`src/stream_macros.svh`:
```
// size macros for the byte stream packing path.
`ifndef STREAM_MACROS_SVH
`define STREAM_MACROS_SVH

// default depth of the word fifo.
// must be a power of two and at least 2.
`define STREAM_FIFO_SLOTS 4

// bytes carried by one packed word.
// also sets the word and count widths.
`define STREAM_BYTES_PER_WORD 4

`endif

```
`src/stream_pkg.sv`:
```
// vector typedefs, beat structs and unpacker state enum for the packing path.
`include "stream_macros.svh"

package stream_pkg;

  typedef logic [7:0] byte_t;                                    // one data byte.
  typedef logic [`STREAM_BYTES_PER_WORD*8-1:0] word_t;           // byte 0 in low bits.
  typedef logic [$clog2(`STREAM_BYTES_PER_WORD):0] byte_cnt_t;   // valid bytes, 1 to 4.

  // byte link beat, used at the top input and output.
  typedef struct packed {
    byte_t data;   // payload byte.
    logic  last;   // final byte of packet.
  } byte_beat_t;

  // word link beat between packer, fifo and unpacker.
  typedef struct packed {
    word_t     data;    // packed bytes.
    byte_cnt_t count;   // valid lanes from byte 0 up.
    logic      last;    // word closes its packet.
  } word_beat_t;

  // unpacker FSM states.
  typedef enum logic [1:0] {
    st_idle,       // waiting for a word.
    st_bytes,      // emitting counted lanes.
    st_checksum    // emitting the packet sum.
  } unpack_state_t;

endpackage

```
`src/byte_packer.sv`:
```
// producer that gathers a byte stream into counted word beats.
`timescale 1ns/1ps
`include "stream_macros.svh"

module byte_packer (
  input  logic                   clk,
  input  logic                   arst,
  input  logic                   in_valid_i,
  input  stream_pkg::byte_beat_t in_beat_i,
  output logic                   in_ready_o,
  output logic                   word_valid_o,
  output stream_pkg::word_beat_t word_beat_o,
  input  logic                   word_ready_i
);

  localparam int LANES  = `STREAM_BYTES_PER_WORD;
  localparam int LANE_W = $clog2(LANES);

  logic [LANE_W-1:0] idx_q;      // next free lane.
  stream_pkg::word_t asm_q;      // bytes gathered so far.
  stream_pkg::word_t asm_next;   // gathered bytes plus incoming one.
  logic              closes;     // incoming byte completes a word.
  logic              in_fire;    // byte taken this cycle.
  logic              out_fire;   // word taken by the fifo.

  // merge the incoming byte into its lane.
  always_comb begin
    asm_next = asm_q;
    asm_next[idx_q*8 +: 8] = in_beat_i.data;          // lane from byte index.
    closes = (idx_q == LANES-1) || in_beat_i.last;    // full word or end of packet.
  end

  assign out_fire = word_valid_o && word_ready_i;

  // a held word blocks only the byte that would close the next word.
  assign in_ready_o = !word_valid_o || word_ready_i || !closes;
  assign in_fire    = in_valid_i && in_ready_o;

  always_ff @(posedge clk or posedge arst) begin
    if (arst) begin
      idx_q        <= '0;
      word_valid_o <= 1'b0;
    end else begin
      if (in_fire) begin
        idx_q <= closes ? '0 : idx_q + 1'b1;   // restart lanes on close.
      end
      if (in_fire && closes) begin
        word_valid_o <= 1'b1;                  // new word in output register.
      end else if (out_fire) begin
        word_valid_o <= 1'b0;                  // drained, nothing behind it.
      end
    end
  end

  // assembly and output payload.
  always_ff @(posedge clk) begin
    if (in_fire) begin
      asm_q <= asm_next;
    end
    if (in_fire && closes) begin
      word_beat_o.data  <= asm_next;
      word_beat_o.count <= stream_pkg::byte_cnt_t'(idx_q) + 1'b1;   // lanes used.
      word_beat_o.last  <= in_beat_i.last;
    end
  end

endmodule

```
`src/checksum_unpacker.sv`:
```
// consumer that splits word beats into bytes and appends a packet sum byte.
`timescale 1ns/1ps
`include "stream_macros.svh"

module checksum_unpacker (
  input  logic                   clk,
  input  logic                   arst,
  input  logic                   word_valid_i,
  input  stream_pkg::word_beat_t word_beat_i,
  output logic                   word_ready_o,
  output logic                   out_valid_o,
  output stream_pkg::byte_beat_t out_beat_o,
  input  logic                   out_ready_i
);

  localparam int LANE_W = $clog2(`STREAM_BYTES_PER_WORD);

  stream_pkg::unpack_state_t state_q;
  stream_pkg::unpack_state_t state_d;
  stream_pkg::word_t         word_q;      // captured word.
  stream_pkg::byte_cnt_t     cnt_q;       // its valid lanes.
  logic                      last_q;      // word closes a packet.
  logic [LANE_W-1:0]         lane_q;      // lane being presented.
  stream_pkg::byte_t         sum_q;       // running packet sum.
  stream_pkg::byte_t         lane_byte;   // byte at current lane.
  logic                      final_lane;
  logic                      word_fire;
  logic                      out_fire;

  assign word_ready_o = (state_q == stream_pkg::st_idle);   // one word at a time.
  assign word_fire    = word_valid_i && word_ready_o;
  assign out_fire     = out_valid_o && out_ready_i;
  assign lane_byte    = word_q[lane_q*8 +: 8];
  assign final_lane   = (stream_pkg::byte_cnt_t'(lane_q) + 1'b1) == cnt_q;

  always_comb begin
    state_d         = state_q;
    out_valid_o     = 1'b0;
    out_beat_o.data = lane_byte;
    out_beat_o.last = 1'b0;                 // only the sum byte ends a packet.
    case (state_q)
      stream_pkg::st_idle: begin
        if (word_fire) begin
          state_d = stream_pkg::st_bytes;
        end
      end
      stream_pkg::st_bytes: begin
        out_valid_o = 1'b1;
        if (out_ready_i && final_lane) begin
          state_d = last_q ? stream_pkg::st_checksum : stream_pkg::st_idle;
        end
      end
      stream_pkg::st_checksum: begin
        out_valid_o     = 1'b1;
        out_beat_o.data = sum_q;
        out_beat_o.last = 1'b1;
        if (out_ready_i) begin
          state_d = stream_pkg::st_idle;
        end
      end
      default: state_d = stream_pkg::st_idle;
    endcase
  end

  always_ff @(posedge clk or posedge arst) begin
    if (arst) begin
      state_q <= stream_pkg::st_idle;
      lane_q  <= '0;
      sum_q   <= '0;
    end else begin
      state_q <= state_d;
      if (word_fire) begin
        lane_q <= '0;                                  // start at byte 0.
      end else if (out_fire && state_q == stream_pkg::st_bytes) begin
        lane_q <= lane_q + 1'b1;
        sum_q  <= sum_q + lane_byte;                   // wraps modulo 256.
      end else if (out_fire && state_q == stream_pkg::st_checksum) begin
        sum_q <= '0;                                   // fresh sum per packet.
      end
    end
  end

  // word payload, held while its bytes go out.
  always_ff @(posedge clk) begin
    if (word_fire) begin
      word_q <= word_beat_i.data;
      cnt_q  <= word_beat_i.count;
      last_q <= word_beat_i.last;
    end
  end

endmodule

```
`src/stream_pack_top.sv`:
```
// top level joining byte packer, word fifo and checksum unpacker.
`timescale 1ns/1ps

module stream_pack_top (
  input  logic                   clk,
  input  logic                   arst,
  input  logic                   in_valid_i,
  input  stream_pkg::byte_beat_t in_beat_i,
  output logic                   in_ready_o,
  output logic                   out_valid_o,
  output stream_pkg::byte_beat_t out_beat_o,
  input  logic                   out_ready_i
);

  logic                   pk_valid;   // packer to fifo.
  logic                   pk_ready;
  stream_pkg::word_beat_t pk_beat;
  logic                   ff_valid;   // fifo to unpacker.
  logic                   ff_ready;
  stream_pkg::word_beat_t ff_beat;

  byte_packer u_packer (
    .clk          (clk),
    .arst         (arst),
    .in_valid_i   (in_valid_i),
    .in_beat_i    (in_beat_i),
    .in_ready_o   (in_ready_o),
    .word_valid_o (pk_valid),
    .word_beat_o  (pk_beat),
    .word_ready_i (pk_ready)
  );

  // default depth from the size macros.
  word_fifo u_fifo (
    .clk        (clk),
    .arst       (arst),
    .wr_valid_i (pk_valid),
    .wr_beat_i  (pk_beat),
    .wr_ready_o (pk_ready),
    .rd_valid_o (ff_valid),
    .rd_beat_o  (ff_beat),
    .rd_ready_i (ff_ready)
  );

  checksum_unpacker u_unpacker (
    .clk          (clk),
    .arst         (arst),
    .word_valid_i (ff_valid),
    .word_beat_i  (ff_beat),
    .word_ready_o (ff_ready),
    .out_valid_o  (out_valid_o),
    .out_beat_o   (out_beat_o),
    .out_ready_i  (out_ready_i)
  );

endmodule

```
`src/word_fifo.sv`:
```
// pointer-based word fifo with valid/ready on write and read sides.
`timescale 1ns/1ps
`include "stream_macros.svh"

module word_fifo #(
  parameter int SLOTS = `STREAM_FIFO_SLOTS
) (
  input  logic                   clk,
  input  logic                   arst,
  input  logic                   wr_valid_i,
  input  stream_pkg::word_beat_t wr_beat_i,
  output logic                   wr_ready_o,
  output logic                   rd_valid_o,
  output stream_pkg::word_beat_t rd_beat_o,
  input  logic                   rd_ready_i
);

  localparam int ADDR_W = $clog2(SLOTS);

  stream_pkg::word_beat_t [SLOTS-1:0] mem;   // beat storage.
  logic [ADDR_W:0] wr_ptr;                   // msb is the wrap bit.
  logic [ADDR_W:0] rd_ptr;                   // msb is the wrap bit.
  logic            full;
  logic            empty;
  logic            wr_fire;
  logic            rd_fire;

  // same address on both pointers; wrap bits tell full from empty.
  always_comb begin
    empty = (wr_ptr == rd_ptr);
    full  = (wr_ptr[ADDR_W-1:0] == rd_ptr[ADDR_W-1:0]) &&
            (wr_ptr[ADDR_W] != rd_ptr[ADDR_W]);
  end

  assign wr_ready_o = !full;
  assign rd_valid_o = !empty;
  assign wr_fire    = wr_valid_i && wr_ready_o;
  assign rd_fire    = rd_valid_o && rd_ready_i;

  // read port falls through from storage.
  assign rd_beat_o = mem[rd_ptr[ADDR_W-1:0]];

  always_ff @(posedge clk or posedge arst) begin
    if (arst) begin
      wr_ptr <= '0;
      rd_ptr <= '0;
      mem    <= '0;
    end else begin
      if (wr_fire) begin
        mem[wr_ptr[ADDR_W-1:0]] <= wr_beat_i;   // visible on the next cycle.
        wr_ptr                  <= wr_ptr + 1'b1;
      end
      if (rd_fire) begin
        rd_ptr <= rd_ptr + 1'b1;
      end
    end
  end

endmodule
```
`config.mk`:
```
export PLATFORM = sky130hd
export DESIGN_NAME = stream_pack_top
export DESIGN_NICKNAME = d
export VERILOG_FILES = /design/src/stream_pkg.sv /design/src/byte_packer.sv /design/src/checksum_unpacker.sv /design/src/stream_pack_top.sv /design/src/word_fifo.sv
export VERILOG_INCLUDE_DIRS = /design/src
export SDC_FILE = /design/constraint.sdc
export NUM_CORES = 1
export LEC_CHECK = 0
export ABC_AREA = 1
export BUFFER_PORTS_ARGS = -buffer_cell sky130_fd_sc_hd__buf_2
export CELL_PAD_IN_SITES_DETAIL_PLACEMENT = 1
export CELL_PAD_IN_SITES_GLOBAL_PLACEMENT = 1
export CORE_MARGIN = 5
export CORE_UTILIZATION = 35
export CTS_CLUSTER_DIAMETER = 60
export CTS_CLUSTER_SIZE = 16
export DETAILED_ROUTE_END_ITERATION = 6
export GPL_ROUTABILITY_DRIVEN = 0
export PLACE_DENSITY = 0.68
export SLEW_MARGIN = 20
export SYNTH_ARGS = -nofsm -noshare
export SYNTH_HDL_FRONTEND = slang
export SYNTH_SLANG_ARGS = --single-unit
```
`constraint.sdc`:
```
create_clock -name clk -period 5.65 [get_ports clk]
set_clock_uncertainty 0.05 [all_clocks]
set_input_delay 0.8475 -clock clk [delete_from_list [all_inputs] [get_ports clk]]
set_output_delay 0.8475 -clock clk [all_outputs]
set_load 0.005 [all_outputs]
```
## Word-level counts from Yosys, hierarchy flattened

Index checks and enable logic that the tools add are counted.

| word-level totals | value |
|---|---|
| register bits after elaboration | 269 |
| input bits | 13 |
| output and inout port bits | 11 |
| word-level logic and storage cells | 95 |

| cells by class | value |
|---|---|
| add/sub/neg operators | 8 |
| $lt $le $gt $ge | 3 |
| equality and inequality tests | 10 |
| shifts and indexed selects | 3 |
| multiplexer cells | 20 |
| bitwise operators | 1 |
| reduce and logical (&&, ||, !) cells | 24 |

Operator list:

| kind | number |
|---|---|
| 144-bit bitwise mux | 1 |
| 36-bit binary-select mux with 2-bit select | 1 |
| 36-bit demux with 2-bit select | 1 |
| 36-bit two-way mux | 2 |
| 5-bit negation with 34-bit output | 1 |
| 8-bit by 34-bit variable shift with 32-bit output (first input constant) | 1 |
| 8-bit by 34-bit variable part select with 32-bit output | 1 |
| 32-bit bitwise mux | 1 |
| 32-bit by 6-bit variable part select with 8-bit output | 1 |
| 8-bit two-way mux | 2 |
| 2-bit two-way mux | 7 |
| 1-bit logical AND | 10 |
| 9-bit two-way mux | 1 |
| 8-bit adder | 1 |
| 2-bit by 1-bit adder with 3-bit output (second input constant) | 2 |
| 3-bit by 1-bit adder with 3-bit output (second input constant) | 2 |
| 3-bit == test | 2 |
| 2-bit by 3-bit less-than comparator with 1-bit output (second input constant) | 2 |
| 2-bit one-hot mux with 3 select lines | 1 |
| 2-bit nonzero test | 3 |
| 2-bit by 1-bit adder with 2-bit output (second input constant) | 2 |
| 2-bit == test (second input constant) | 2 |
| 1-bit logical NOT | 4 |
| 2-bit inequality test (second input constant) | 2 |
| 12 further kinds | 16 |

## Longest topological paths before layout

Gate-level depths: netlist of the first run.

| depth | value |
|---|---|
| word-level depth | 8 |
| gate-level depth with buffers | 14 |
| gate-level depth less buffers | 13 |

## Cells and area by module

Synthesis of the first run repeated with hierarchy kept, for this count alone.

| unflattened totals | value |
|---|---|
| cells, all modules | 1,331 |
| area, all modules | 12,517.0 µm² |

By module, submodules not included:

| module | times used | cells each | area each (µm²) | sequential area each (µm²) |
|---|---|---|---|---|
| word_fifo | 1 | 895 | 7,325.8 | 3,753.6 |
| byte_packer | 1 | 201 | 2,803.9 | 2,117.0 |
| checksum_unpacker | 1 | 235 | 2,387.3 | 1,381.3 |

## Least setup slack after synthesis of the first run

No wires, ideal clock.

| path | value |
|---|---|
| path kind | input port to flip-flop |
| start | input port in_beat_i[0] in the netlist's numbering |
| end | register u_packer.asm_q[0] (enable) |
| library setup time | 0.387 ns |
| arrival time | 1.884 ns |
| required time | 5.213 ns |
| setup slack | 3.330 ns |
| cell stages on the path | 5 |
| buffers on the path | 0 |
| cell sequence | nor2_1 > inv_1 > nand3_1 > nand2_1 > inv_1 |

| on the way | value |
|---|---|
| cells in the longest elaborated chain, start to end | 4 |

Ends and longest elaborated chain:

| what | RTL line | source |
|---|---|---|
| from (decl) | stream_pack_top.sv:8 | `input stream_pkg::byte_beat_t in_beat_i,` |
| 1-bit logical OR | byte_packer.sv:30 | `closes = (idx_q == LANES-1) \|\| in_beat_i.last;` |
| 1-bit logical NOT | byte_packer.sv:36 | `assign in_ready_o = !word_valid_o \|\| word_ready_i \|\| !closes;` |
| 1-bit logical OR | byte_packer.sv:36 |  |
| via in_ready_o | stream_pack_top.sv:9 | `output logic in_ready_o,` |
| 1-bit logical AND | byte_packer.sv:37 | `assign in_fire = in_valid_i && in_ready_o;` |
| via u_packer.in_fire | byte_packer.sv:23 | `logic in_fire;` |
| to (signal assigned) | byte_packer.sv:58 | `asm_q <= asm_next;` |
| to (decl) | byte_packer.sv:20 | `stream_pkg::word_t asm_q;` |

The timed path passes the listed nets, and every way through them passes these cells.
A chain may end at the register's enable or synchronous reset.

==> reports/metrics.json, run 1 <==
{
  "logic_synthesis": {
    "post_synth_mux_area_share_pct": 0,
    "ys_seq_area_share_pct": 60.32,
    "synth_area_leaders": "dfrtp_1 (34%), edfxtp_1 (26%), nand2_1 (13%)",
    "synthAdderAreaFrac_pct": 2.456,
    "post-synth-top-area-fraction_pct": 34.35,
    "postSynthRegisterBits": 269,
    "synth_enable_flop_cells": 104,
    "synth-main-ff-cell": "dfrtp_1",
    "synth-simple-area-share_pct": 18.33,
    "syn_area_um2": 12020,
    "syn_area_per_cell_um2": 9.269,
    "yosys.cell_types.count": 34,
    "synth_top_area_cell": "dfrtp_1",
    "synth-compound-area-share_pct": 12.90,
    "post_synth_inst_count": 1297,
    "synth.yosys.warnings": 0,
    "ys_async_sr_fraction_pct": 61.34,
    "xor_xnor_share_of_the_synthesized_area_pct": 0.6453,
    "syn_nets": 1333,
    "combinational_family_with_the_most_area_after_synthesis": "simple AND/OR/NAND/NOR gates"
  },
  "critical_path": {
    "worst_reg_to_reg_setup_slack_ns": 2.48,
    "critPathArrivalTime_ns": 2.43,
    "critPathKind": "reg -> out",
    "largest_fanout_on_the_critical_path": 21,
    "sort_of_element_at_the_end_of_the_critical_path": "output pin",
    "timing.critical_path.from_type": "flip-flop",
    "critical_path.reg2reg.startpoint": "u_fifo.rd_ptr[0]",
    "critPathRequiredTime_ns": 4.75,
    "crit_path_start": "u_unpacker.lane_q[0]"
  },
  "finish": {
    "mostFrequentLayoutCells": "nand2_1 (430), o21ai_0 (175), dfrtp_1 (164)",
    "post_layout_nonfiller_instances": 1765,
    "insertedDiodeCount": 0,
    "area.growth.synth_to_final_pct": 12.04,
    "layout.cell_area.non_filler_um2": 13470,
    "final_layout_size_suffix_gt1_share_pct": 7.745,
    "layout_commonest_cell": "nand2_1",
    "final_net_count": 1331,
    "fill_cells": 3890
  },
  "power_and_ir_drop": {
    "sequentialPowerShare_pct": 40.8,
    "power.total_mw": 8.245,
    "leakage_power_of_the_design_nw": 6.109,
    "clockPowerShare_pct": 23.2,
    "cellInternalPower_mw": 4.945,
    "power.net_switching_mw": 3.300,
    "comb_power_share_pct": 36.0,
    "power.ir.vdd_worst_mv": 0.2785,
    "cellPowerDensity_nw_per_um2": 612.2,
    "netSwitchingFraction_pct": 40.03
  },
  "clocking": {
    "clkTransAtPathRegs_ns": 0.06,
    "post_cts_buffers": 0,
    "tritoncts_num_sinks": 269,
    "clk_root_buffer_cell": "clkbuf_16",
    "worstSkewPairLatency_ns": 0.55,
    "cts_hold_buffers": 0,
    "cts.path.max_buffers": 3,
    "ctsHtreeMaxLevel": 1,
    "postCtsResizedCells": 0,
    "cts_tree": "done",
    "cts-buffers-inserted": 28
  },
  "timing": {
    "layout_worst_path_cycle_share_pct": 58.95,
    "worst_slew_pin_slew_ns": 1.091,
    "finalHoldViolCount": 0,
    "setup_viol_count_final": 0,
    "period_minus_slack_ns": 3.331,
    "max_slew_margin_vs_limit_pct": 27.06,
    "grt_setup_unrepaired": "no",
    "setup_tns_ns": 0,
    "final-max-slew-violation-count": 0,
    "max_freq_ghz": 0.3002
  },
  "die": {
    "fp.dieW_um": 195.3,
    "floorplan.core_area_um2": 33700,
    "top_level_ports": 24,
    "initial_core_util_pct": 35.67,
    "dieArea_um2": 38150,
    "die_h_um": 195.3,
    "placementRows": 67
  },
  "run": {
    "drv_cap": 0
  },
  "placement": {
    "placement.cell_area_um2": 12450,
    "placed_cells_incl_taps": 1710,
    "placement.io_buffers": 23,
    "dpl.hpwl_um": 20640
  },
  "detailed_routing": {
    "detail_route.iter0.violations": 452,
    "via_per_inst": 5.091,
    "remaining_design_rule_violation_count": 0,
    "routedWlPerCell_um": 18.71,
    "routed_wl_um": 33030,
    "final_antenna_net_count": 0,
    "drt_first_pass_iters": 4,
    "detailroute.via_count": 8985
  },
  "global_route": {
    "globalRouteTotalUtil_pct": 17.18,
    "globalRouteOverflowTotal": 0,
    "grt_max_degree": 108,
    "initial_antenna_violation_count": 0,
    "grt_pass1_wl_um": 53130,
    "grt_pass1_vias": 9334
  },
  "status": {
    "outcome": "complete, no violations"
  },
  "min_path": {
    "hp-class": "in -> async"
  }
}
-- path summary, 6_finish.rpt --
kind / end / depth (start not counted)
setup / recovery: out_beat_o[2] / 6
hold / removal: u_unpacker.state_q[1] / 2
setup reg to reg: u_fifo.mem[110] / 7
hold reg to reg: u_fifo.mem[84] / 2
max in group asynchronous: u_fifo.mem[69] / 3
min in group clk: u_fifo.mem[84] / 2
-- stage by stage --
stage	utilization [%]	setup slack, ns	hold slack [ns]
4_1_cts	39.77	2.262	0.4077
2_1_floorplan	-	0.2908	0.3913
3_5_place_dp	36.94	2.449	0.4159
3_3_place_gp	36.94	2.632	0.4093
5_1_grt	39.97	2.067	0.4149
6_report	39.97	2.319	0.3906
-- layer usage --
layer / part of all wire [%] / up-vias / wire [µm] / global-route usage, %
li1: - / 4302 / - / -
met1: 49 / 4501 / 16190 / 25.03
met2: 46 / 130 / 15250 / 27.76
met3: 2.6 / 52 / 873 / 1.827
met4: 2.2 / 0 / 718 / 4.138
met5: 0 / - / 0 / 0
-- synthesized netlist by cell type (2+ instances only) --
cell      instances
nand2_1         430
o21ai_0         175
dfrtp_1         165
edfxtp_1        104
nor2_1          102
inv_1            70
o22ai_1          67
clkbuf_1         38
o21ai_1          27
ha_1             22
buf_2            16
nand3_1          16
buf_4             9
o32ai_1           8
a21oi_1           7
buf_6             5
xnor2_1           5
inv_2             4
nand4_1           4
buf_1             3
nand3b_1          3
nor2_4            3
clkinv_1          2
xor2_1            2
-- power by group through the flow --
stage | sequential, mW | combinational, mW | clock (mW)
after floorplan | 3.24 | 2.09 | 0
after global placement | 3.37 | 2.85 | 0
after detailed placement | 3.40 | 2.95 | 0
after CTS | 3.37 | 2.97 | 1.96
after global routing | 3.45 | 3.37 | 2.04
final | 3.37 | 2.96 | 1.91
-- logic make-up after synthesis --
group | after synthesis
fa+ha+maj | 23
flops | 269
simple gates | 564
xor+xnor | 8
compound gates | 286
buf+inv | 147
-- critical path: stages (launching register included) --
cell and delay (ns):
dfrtp_1 0.61, inv_1 0.47, o21ai_0 0.15, o22ai_1 0.38, nand2_1 0.10, nand2_1 0.07, buf_2 0.10
-- state kept, by name, summed over array words and instances, names as in the netlist --
register	flops
u_fifo.mem	144
u_packer.word_beat_o	36
u_packer.asm_q	32
u_unpacker.word_q	32
u_unpacker.sum_q	8
u_fifo.rd_ptr	3
u_fifo.wr_ptr	3
u_unpacker.cnt_q	3
u_packer.idx_q	2
u_unpacker.lane_q	2
u_unpacker.state_q	2
u_packer.word_valid_o	1
u_unpacker.last_q	1
-- layout make-up --
class	count	area, µm²	share of cell area (%)
well taps	448	560.5	4.162
clock buffers	33	750.7	5.574
flip-flops and latches	269	7253	53.85
inverters	76	290.3	2.155
clock inverters	19	202.7	1.505
repair buffers	39	280.3	2.081
multi-input cells	881	4131	30.67
No activity file was read; power rests on OpenSTA's default activity.
==> inputs of run 2 (changes only) <==
==> constraint.sdc (replaced) <==
create_clock -name clk -period 2.73 [get_ports clk]
set_clock_uncertainty 0.05 [all_clocks]
set_input_delay 0.4095 -clock clk [delete_from_list [all_inputs] [get_ports clk]]
set_output_delay 0.4095 -clock clk [all_outputs]
set_load 0.005 [all_outputs]
==> run 2 against run 1 <==
Effect of this change: via count is 1.2% higher; sequential share of layout area is 0.86 points lower; clock-buffer cell count is 3 lower; worst setup slack worse by 2.2 ns; global-route usage is 0.87 points higher; clock power is 120% higher; critical endpoint is now in_ready_o; highest routed layer unchanged.
==> reports/metrics.json, run 2 (synthesis results as in run 1) <==
{
  "detailed_routing": {
    "final_antenna_net_count": {"value": 0, "change": "unchanged"},
    "highest-signal-layer": {"value": "met4", "change": "unchanged"},
    "detail_route.iter0.violations": {"value": 418, "change": "was 452"},
    "drt_first_pass_iters": {"value": 4, "change": "unchanged"},
    "routed_wl": {"value": 34910, "unit": "µm", "change": "was 33030 µm"},
    "met2_wirelength": {"value": 16270, "unit": "µm", "change": "was 15250 µm"},
    "routedWlPerCell": {"value": 19.58, "unit": "µm", "change": "was 18.71 µm"},
    "routed-wl-met3": {"value": 1248, "unit": "µm", "change": "was 873 µm"},
    "detailroute.via_count": {"value": 9089, "change": "was 8985"},
    "via_per_inst": {"value": 5.098, "change": "was 5.091"},
    "met1Wirelength": {"value": 16730, "unit": "µm", "change": "was 16190 µm"},
    "remaining_design_rule_violation_count": {"value": 0, "change": "unchanged"}
  },
  "placement": {
    "dpl.hpwl": {"value": 22350, "unit": "µm", "change": "was 20640 µm"},
    "placement.io_buffers": {"value": 23, "change": "unchanged"},
    "placement.cell_area": {"value": 12650, "unit": "µm²", "change": "was 12450 µm²"},
    "placement.setup.worst_slack": {"value": 0.2801, "unit": "ns", "change": "was 2.449 ns"}
  },
  "timing": {
    "setup_viol_count_final": {"value": 0, "change": "unchanged"},
    "max_slew_margin_vs_limit": {"value": 39.60, "unit": "%", "change": "was 27.06%"},
    "period_minus_slack_ns": 2.598,
    "setup_ws": {"value": 0.1321, "unit": "ns", "change": "was 2.319 ns"},
    "final-max-slew-violation-count": {"value": 0, "change": "unchanged"},
    "finalHoldViolCount": {"value": 0, "change": "unchanged"},
    "worst_slew_pin_slew": {"value": 0.9047, "unit": "ns", "change": "was 1.091 ns"},
    "max_freq_ghz": 0.3849,
    "grt_setup_unrepaired": {"value": "no", "change": "unchanged"},
    "layout_worst_path_cycle_share_pct": 95.16,
    "setup_tns": {"value": 0, "unit": "ns", "change": "unchanged"}
  },
  "critical_path": {
    "worst_r2r_path_depth": {"value": 4, "change": "was 7"},
    "critical_path.reg2reg.startpoint": {"value": "u_packer.idx_q[0]", "change": "was u_fifo.rd_ptr[0]"},
    "largest_fanout_on_the_critical_path": {"value": 4, "change": "was 21"},
    "crit_path_end": {"value": "in_ready_o", "change": "was out_beat_o[2]"},
    "crit_path_start": {"value": "u_fifo.wr_ptr[0]", "change": "was u_unpacker.lane_q[0]"},
    "worst_reg_to_reg_setup_slack": {"value": 0.28, "unit": "ns", "change": "was 2.48 ns"},
    "critPathKind": {"value": "reg -> out", "change": "unchanged"},
    "sort_of_element_at_the_end_of_the_critical_path": {"value": "output pin", "change": "unchanged"},
    "critPathRequiredTime": {"value": 2.27, "unit": "ns", "change": "was 4.75 ns"},
    "timing.critical_path.from_type": {"value": "flip-flop", "change": "unchanged"},
    "critPathArrivalTime": {"value": 2.14, "unit": "ns", "change": "was 2.43 ns"},
    "crit-reg2reg-capture": {"value": "u_packer.word_beat_o[11]", "change": "was u_fifo.mem[110]"}
  },
  "clocking": {
    "cts_tree": {"value": "done", "change": "unchanged"},
    "cts.path.max_buffers": {"value": 3, "change": "unchanged"},
    "clkTransAtPathRegs": {"value": 0.07, "unit": "ns", "change": "was 0.06 ns"},
    "tritoncts_num_sinks": {"value": 269, "change": "unchanged"},
    "worstSkewPairLatency": {"value": 0.56, "unit": "ns", "change": "was 0.55 ns"},
    "cts-buffers-inserted": {"value": 29, "change": "was 28"},
    "clk_root_buffer_cell": {"value": "clkbuf_16", "change": "unchanged"},
    "ctsHtreeMaxLevel": {"value": 1, "change": "unchanged"}
  },
  "finish": {
    "biggestRegsByFlops": {"value": "u_fifo.mem x144, u_packer.word_beat_o x36", "change": "unchanged"},
    "mostFrequentLayoutCells": {"value": "nand2_1 (430), o21ai_0 (175), dfrtp_1 (163)", "change": "was nand2_1 (430), o21ai_0 (175), dfrtp_1 (164)"},
    "area.growth.synth_to_final": {"value": 13.88, "unit": "%", "change": "was 12.04%"},
    "largest_reg_flops": {"value": 144, "change": "unchanged"},
    "final_net_count": {"value": 1348, "change": "was 1331"},
    "insertedDiodeCount": {"value": 0, "change": "unchanged"},
    "layout.cell_area.non_filler": {"value": 13690, "unit": "µm²", "change": "was 13470 µm²"},
    "fill_cells": {"value": 3839, "change": "was 3890"},
    "final_layout_size_suffix_gt1_share": {"value": 9.213, "unit": "%", "change": "was 7.745%"},
    "layout_commonest_cell": {"value": "nand2_1", "change": "unchanged"},
    "largest_register": {"value": "u_fifo.mem", "change": "unchanged"}
  },
  "power_and_ir_drop": {
    "leakage_power_of_the_design": {"value": 6.215, "unit": "nW", "change": "was 6.109 nW"},
    "comb_power_share": {"value": 36.5, "unit": "%", "change": "was 36.0%"},
    "sequentialPowerShare": {"value": 40.0, "unit": "%", "change": "was 40.8%"},
    "clockPowerShare": {"value": 23.5, "unit": "%", "change": "was 23.2%"},
    "power.net_switching": {"value": 7.117, "unit": "mW", "change": "was 3.300 mW"},
    "power.ir.vdd_worst": {"value": 0.5660, "unit": "mV", "change": "was 0.2785 mV"},
    "netSwitchingFraction": {"value": 40.65, "unit": "%", "change": "was 40.03%"},
    "cellInternalPower": {"value": 10.39, "unit": "mW", "change": "was 4.945 mW"},
    "cellPowerDensity": {"value": 1279, "unit": "nW/µm²", "change": "was 612.2 nW/µm²"}
  },
  "die": {
    "top_level_ports": {"value": 24, "change": "unchanged"},
    "die_h": {"value": 195.3, "unit": "µm", "change": "unchanged"},
    "initial_core_util": {"value": 35.67, "unit": "%", "change": "unchanged"},
    "fp.dieW": {"value": 195.3, "unit": "µm", "change": "unchanged"},
    "placementRows": {"value": 67, "change": "unchanged"},
    "floorplan.core_area": {"value": 33700, "unit": "µm²", "change": "unchanged"},
    "dieArea": {"value": 38150, "unit": "µm²", "change": "unchanged"}
  },
  "global_route": {
    "globalRouteOverflowTotal": {"value": 0, "change": "unchanged"},
    "grt_pass1_wl": {"value": 55300, "unit": "µm", "change": "was 53130 µm"},
    "globalRouteTotalUtil": {"value": 18.05, "unit": "%", "change": "was 17.18%"},
    "grt_max_degree": {"value": 76, "change": "was 108"},
    "grt_pass1_vias": {"value": 9427, "change": "was 9334"},
    "initial_antenna_violation_count": {"value": 0, "change": "unchanged"}
  },
  "min_path": {
    "hp-class": {"value": "in -> reg", "change": "was in -> async"}
  },
  "status": {
    "outcome": {"value": "complete, no violations", "change": "unchanged"}
  },
  "run": {
    "drv_cap": {"value": 0, "change": "unchanged"}
  }
}
run 2: cell types whose count changed in the layout (fill, tap and decap cells not counted), moves of 4 or more:
| cell | change |
|---|---|
| inv_6 | +6 |
| buf_12 | +4 |
| clkinv_2 | -4 |
| buf_4 | +11 |
run 2: how the worst min path moves through the flow:
| stage | startpoint | to | depth (start not counted) |
|---|---|---|---|
| 2_1_floorplan | u_fifo.mem[68] | u_fifo.mem[68] | 2 |
| 3_3_place_gp | u_fifo.mem[68] | u_fifo.mem[68] | 2 |
| 3_5_place_dp | u_fifo.mem[53] | u_fifo.mem[53] | 2 |
| 4_1_cts | in_beat_i[0] | u_packer.word_beat_o[0] | 1 |
| 5_1_grt | in_beat_i[0] | u_packer.word_beat_o[0] | 1 |
| 6_report | in_beat_i[0] | u_packer.word_beat_o[0] | 1 |
run 2: layer usage:
metal / GRT usage (%) / up-vias
li1: - / 4341
met1: 26.08 / 4546
met2: 29.33 / 153
met3: 2.171 / 49
met4: 4.138 / 0
met5: 0 / -
run 2: area by class of cell:
cell class / count / area, µm² / share of cell area (%)
clock inverter: 24 / 274.0 / 2.001
tap: 448 / 560.5 / 4.094
sequential: 269 / 7254 / 52.99
timing repair buffer: 55 / 452.9 / 3.308
multi-input combinational: 881 / 4126 / 30.14
inverter: 76 / 292.8 / 2.139
clock buffer: 30 / 729.5 / 5.328
run 2: repair_timing:
item                                    CTS  global route
endpoints found under the hold margin    18             0
buffers inserted                          0             3
hold buffers                              1             0
endpoints found under the setup margin    0             6
resized for setup                         0             2
run 2: stage by stage:
stage | hold slack, ns | cells | utilization (%) | total power, mW
CTS | 0.002392 | 1780 | 40.54 | 17.66
floorplan | 0.3913 | 1297 | - | 11.02
global placement | 0.4068 | 1723 | 37.40 | 13.16
global route | 0.001170 | 1783 | 40.63 | 18.79
detailed placement | 0.4138 | 1725 | 37.54 | 13.46
finish | 0.03465 | 1783 | 40.63 | 17.51
run 2: power groups by stage:
stage | Sequential [mW] | Combinational [mW] | Clock (mW)
floorplan | 6.70 | 4.32 | 0
global placement | 7.00 | 6.16 | 0
detailed placement | 7.07 | 6.38 | 0
CTS | 6.99 | 6.41 | 4.25
global route | 7.16 | 7.18 | 4.45
finish | 7.00 | 6.38 | 4.12
run 2: worst max-delay path, cell delays in order, from the launching register on:
cell and delay [ns]:
dfrtp_1 0.42, xnor2_1 0.39, nand2_1 0.10, nor2_1 0.33, nand3_1 0.17, buf_2 0.18
==> inputs of run 3 (changes only) <==
--- a/config.mk
+++ b/config.mk
@@ -9,14 +9,14 @@
 export ABC_AREA = 1
 export BUFFER_PORTS_ARGS = -buffer_cell sky130_fd_sc_hd__buf_2
 export CELL_PAD_IN_SITES_DETAIL_PLACEMENT = 1
-export CELL_PAD_IN_SITES_GLOBAL_PLACEMENT = 1
+export CELL_PAD_IN_SITES_GLOBAL_PLACEMENT = 2
 export CORE_MARGIN = 5
 export CORE_UTILIZATION = 35
 export CTS_CLUSTER_DIAMETER = 60
 export CTS_CLUSTER_SIZE = 16
 export DETAILED_ROUTE_END_ITERATION = 6
 export GPL_ROUTABILITY_DRIVEN = 0
-export PLACE_DENSITY = 0.68
+export PLACE_DENSITY = 0.79
 export SLEW_MARGIN = 20
 export SYNTH_ARGS = -nofsm -noshare
 export SYNTH_HDL_FRONTEND = slang
==> run 3 against run 2 <==
Effect of this change: cell count fell by 0.56%; first-iteration DRC count rose by 24%; maximum frequency rose by 2.2%; non-clock buffer count fell by 6; worst setup slack improved by 0.055 ns; critical endpoint unchanged; largest power group unchanged.
==> reports/metrics.json, run 3 (synthesis results as in run 1) <==
{
  "detailed_routing": {
    "routedWlPerCell": {"value": 19.79, "unit": "µm", "change": "was 19.58 µm"},
    "drt_first_pass_iters": {"value": 6, "change": "was 4"},
    "via_per_inst": {"value": 5.115, "change": "was 5.098"},
    "remaining_design_rule_violation_count": {"value": 0, "change": "unchanged"},
    "routed_wl": {"value": 35090, "unit": "µm", "change": "was 34910 µm"},
    "detail_route.iter0.violations": {"value": 518, "change": "was 418"},
    "final_antenna_net_count": {"value": 0, "change": "unchanged"},
    "detailroute.via_count": {"value": 9069, "change": "was 9089"}
  },
  "run": {
    "drv_cap": {"value": 0, "change": "unchanged"}
  },
  "global_route": {
    "initial_antenna_violation_count": {"value": 0, "change": "unchanged"},
    "grt_pass1_wl": {"value": 56470, "unit": "µm", "change": "was 55300 µm"},
    "grt_max_degree": {"value": 112, "change": "was 76"},
    "grt_pass1_vias": {"value": 9588, "change": "was 9427"},
    "globalRouteTotalUtil": {"value": 18.34, "unit": "%", "change": "was 18.05%"},
    "globalRouteOverflowTotal": {"value": 0, "change": "unchanged"}
  },
  "finish": {
    "area.growth.synth_to_final": {"value": 13.12, "unit": "%", "change": "was 13.88%"},
    "mostFrequentLayoutCells": {"value": "nand2_1 (430), o21ai_0 (175), dfrtp_1 (164)", "change": "was nand2_1 (430), o21ai_0 (175), dfrtp_1 (163)"},
    "largest_reg_flops": {"value": 144, "change": "unchanged"},
    "final_layout_size_suffix_gt1_share": {"value": 8.226, "unit": "%", "change": "was 9.213%"},
    "largest_register": {"value": "u_fifo.mem", "change": "unchanged"},
    "biggestRegsByFlops": {"value": "u_fifo.mem x144, u_packer.word_beat_o x36", "change": "unchanged"},
    "post_layout_nonfiller_instances": {"value": 1773, "change": "was 1783"},
    "final_net_count": {"value": 1340, "change": "was 1348"},
    "layout_commonest_cell": {"value": "nand2_1", "change": "unchanged"},
    "insertedDiodeCount": {"value": 0, "change": "unchanged"},
    "fill_cells": {"value": 3878, "change": "was 3839"}
  },
  "min_path": {
    "hp-class": {"value": "in -> reg", "change": "unchanged"}
  },
  "clocking": {
    "cts-buffers-inserted": {"value": 27, "change": "was 29"},
    "cts.path.max_buffers": {"value": 3, "change": "unchanged"},
    "cts_tree": {"value": "done", "change": "unchanged"},
    "ctsHtreeMaxLevel": {"value": 1, "change": "unchanged"},
    "worstSkewPairLatency": {"value": 0.56, "unit": "ns", "change": "about the same"},
    "tritoncts_num_sinks": {"value": 269, "change": "unchanged"},
    "clkTransAtPathRegs": {"value": 0.07, "unit": "ns", "change": "about the same"},
    "clk_root_buffer_cell": {"value": "clkbuf_16", "change": "unchanged"},
    "post_cts_buffers": {"value": 0, "change": "unchanged"}
  },
  "power_and_ir_drop": {
    "cellPowerDensity": {"value": 1279, "unit": "nW/µm²", "change": "about the same"},
    "leakage_power_of_the_design": {"value": 6.177, "unit": "nW", "change": "was 6.215 nW"},
    "power.ir.vdd_worst": {"value": 0.5636, "unit": "mV", "change": "was 0.5660 mV"}
  },
  "die": {
    "placementRows": {"value": 67, "change": "unchanged"},
    "die_h": {"value": 195.3, "unit": "µm", "change": "unchanged"},
    "floorplan.core_area": {"value": 33700, "unit": "µm²", "change": "unchanged"},
    "initial_core_util": {"value": 35.67, "unit": "%", "change": "unchanged"},
    "dieArea": {"value": 38150, "unit": "µm²", "change": "unchanged"},
    "top_level_ports": {"value": 24, "change": "unchanged"},
    "fp.dieW": {"value": 195.3, "unit": "µm", "change": "unchanged"}
  },
  "timing": {
    "period_minus_slack": {"value": 2.543, "unit": "ns", "change": "was 2.598 ns"},
    "final-max-slew-violation-count": {"value": 0, "change": "unchanged"},
    "max_freq": {"value": 0.3933, "unit": "GHz", "change": "was 0.3849 GHz"},
    "grt_setup_unrepaired": {"value": "no", "change": "unchanged"},
    "setup_ws": {"value": 0.1875, "unit": "ns", "change": "was 0.1321 ns"},
    "setup_tns": {"value": 0, "unit": "ns", "change": "unchanged"},
    "layout_worst_path_cycle_share": {"value": 93.13, "unit": "%", "change": "was 95.16%"},
    "max_slew_margin_vs_limit": {"value": 40.51, "unit": "%", "change": "was 39.60%"},
    "finalHoldViolCount": {"value": 0, "change": "unchanged"},
    "worst_slew_pin_slew": {"value": 0.8910, "unit": "ns", "change": "was 0.9047 ns"},
    "setup_viol_count_final": {"value": 0, "change": "unchanged"}
  },
  "placement": {
    "placed_cells_incl_taps": {"value": 1720, "change": "was 1725"},
    "placement.io_buffers": {"value": 23, "change": "unchanged"},
    "dpl.hpwl": {"value": 21620, "unit": "µm", "change": "was 22350 µm"},
    "placement.setup.worst_slack": {"value": 0.3687, "unit": "ns", "change": "was 0.2801 ns"}
  },
  "status": {
    "outcome": {"value": "complete, no violations", "change": "unchanged"}
  },
  "critical_path": {
    "sort_of_element_at_the_end_of_the_critical_path": {"value": "output pin", "change": "unchanged"},
    "largest_fanout_on_the_critical_path": {"value": 4, "change": "unchanged"},
    "timing.critical_path.from_type": {"value": "flip-flop", "change": "unchanged"},
    "critPathKind": {"value": "reg -> out", "change": "unchanged"},
    "critPathArrivalTime": {"value": 2.08, "unit": "ns", "change": "was 2.14 ns"},
    "critPathRequiredTime": {"value": 2.27, "unit": "ns", "change": "about the same"}
  }
}
-- run 3: cell types whose count changed in the layout (fill, tap and decap cells not counted), sizes merged --
| cell | change |
|---|---|
| clkinvlp | -4 |
| inv | -4 |
| clkbuf | +1 |
| clkinv | +1 |
| buf | -7 |
| dlygate4sd3 | +1 |
| bufinv | +2 |
-- run 3: what timing repair did --
action	CTS	global route
endpoints found under the setup margin	0	1
hold buffers	2	0
hold endpoints to repair	8	0
gates resized for setup	0	1
-- run 3: area by class of cell --
cell class | instances | area [µm²] | area share [%]
sequential | 269 | 7253 | 53.34
multi-input combinational | 881 | 4134 | 30.40
clock buffer | 31 | 690.7 | 5.079
tap | 448 | 560.5 | 4.122
timing repair buffer | 49 | 397.9 | 2.926
inverter | 76 | 289.0 | 2.125
clock inverter | 19 | 274.0 | 2.015
-- run 3: layer usage --
layer	global-route usage, %	vias up	wire length, µm
li1	-	4325	-
met1	26.53	4604	17280
met2	30.25	102	16340
met3	2.120	38	944
met4	3.362	0	521
met5	0	-	0
-- run 3: worst paths after layout --
| kind | startpoint | endpoint | slack [ns] | cells after the start |
|---|---|---|---|---|
| max reg2reg | u_packer.idx_q[0] | u_packer.asm_q[17] | 0.34 | 4 |
| min in group asynchronous | arst | u_fifo.wr_ptr[1] | 0.33 | 3 |
| min reg2reg | u_fifo.mem[93] | u_fifo.mem[93] | 0.43 | 2 |
| min | in_valid_i | u_packer.idx_q[1] | 0.08 | 3 |
| max | u_fifo.wr_ptr[0] | in_ready_o | 0.19 | 5 |
| max in group asynchronous | arst | u_fifo.mem[35] | 1.57 | 4 |
-- run 3: critical path, stage by stage (launching register included) --
cell and delay (ns):
dfrtp_1 0.44, xnor2_1 0.36, nand2_1 0.11, nor2_2 0.30, nand3_1 0.16, buf_2 0.16
-- run 3: per-stage QoR --
stage	instance area, µm²	hold slack (ns)	total power [mW]	utilization [%]
final	13600	0.08463	17.39	40.35
after global routing	13600	0.08053	18.65	40.35
after CTS	13570	0.06719	17.56	40.27
after detailed placement	12580	0.3616	13.42	37.34
after global placement	12580	0.3600	13.19	37.34
after floorplan	12030	0.3913	11.02	-
-- run 3: power breakdown --
part / internal (mW) / switching (mW)
Clock: 2.35 / 1.73
Combinational: 1.93 / 4.36
Sequential: 6.11 / 0.909
Total: 10.4 / 7.00
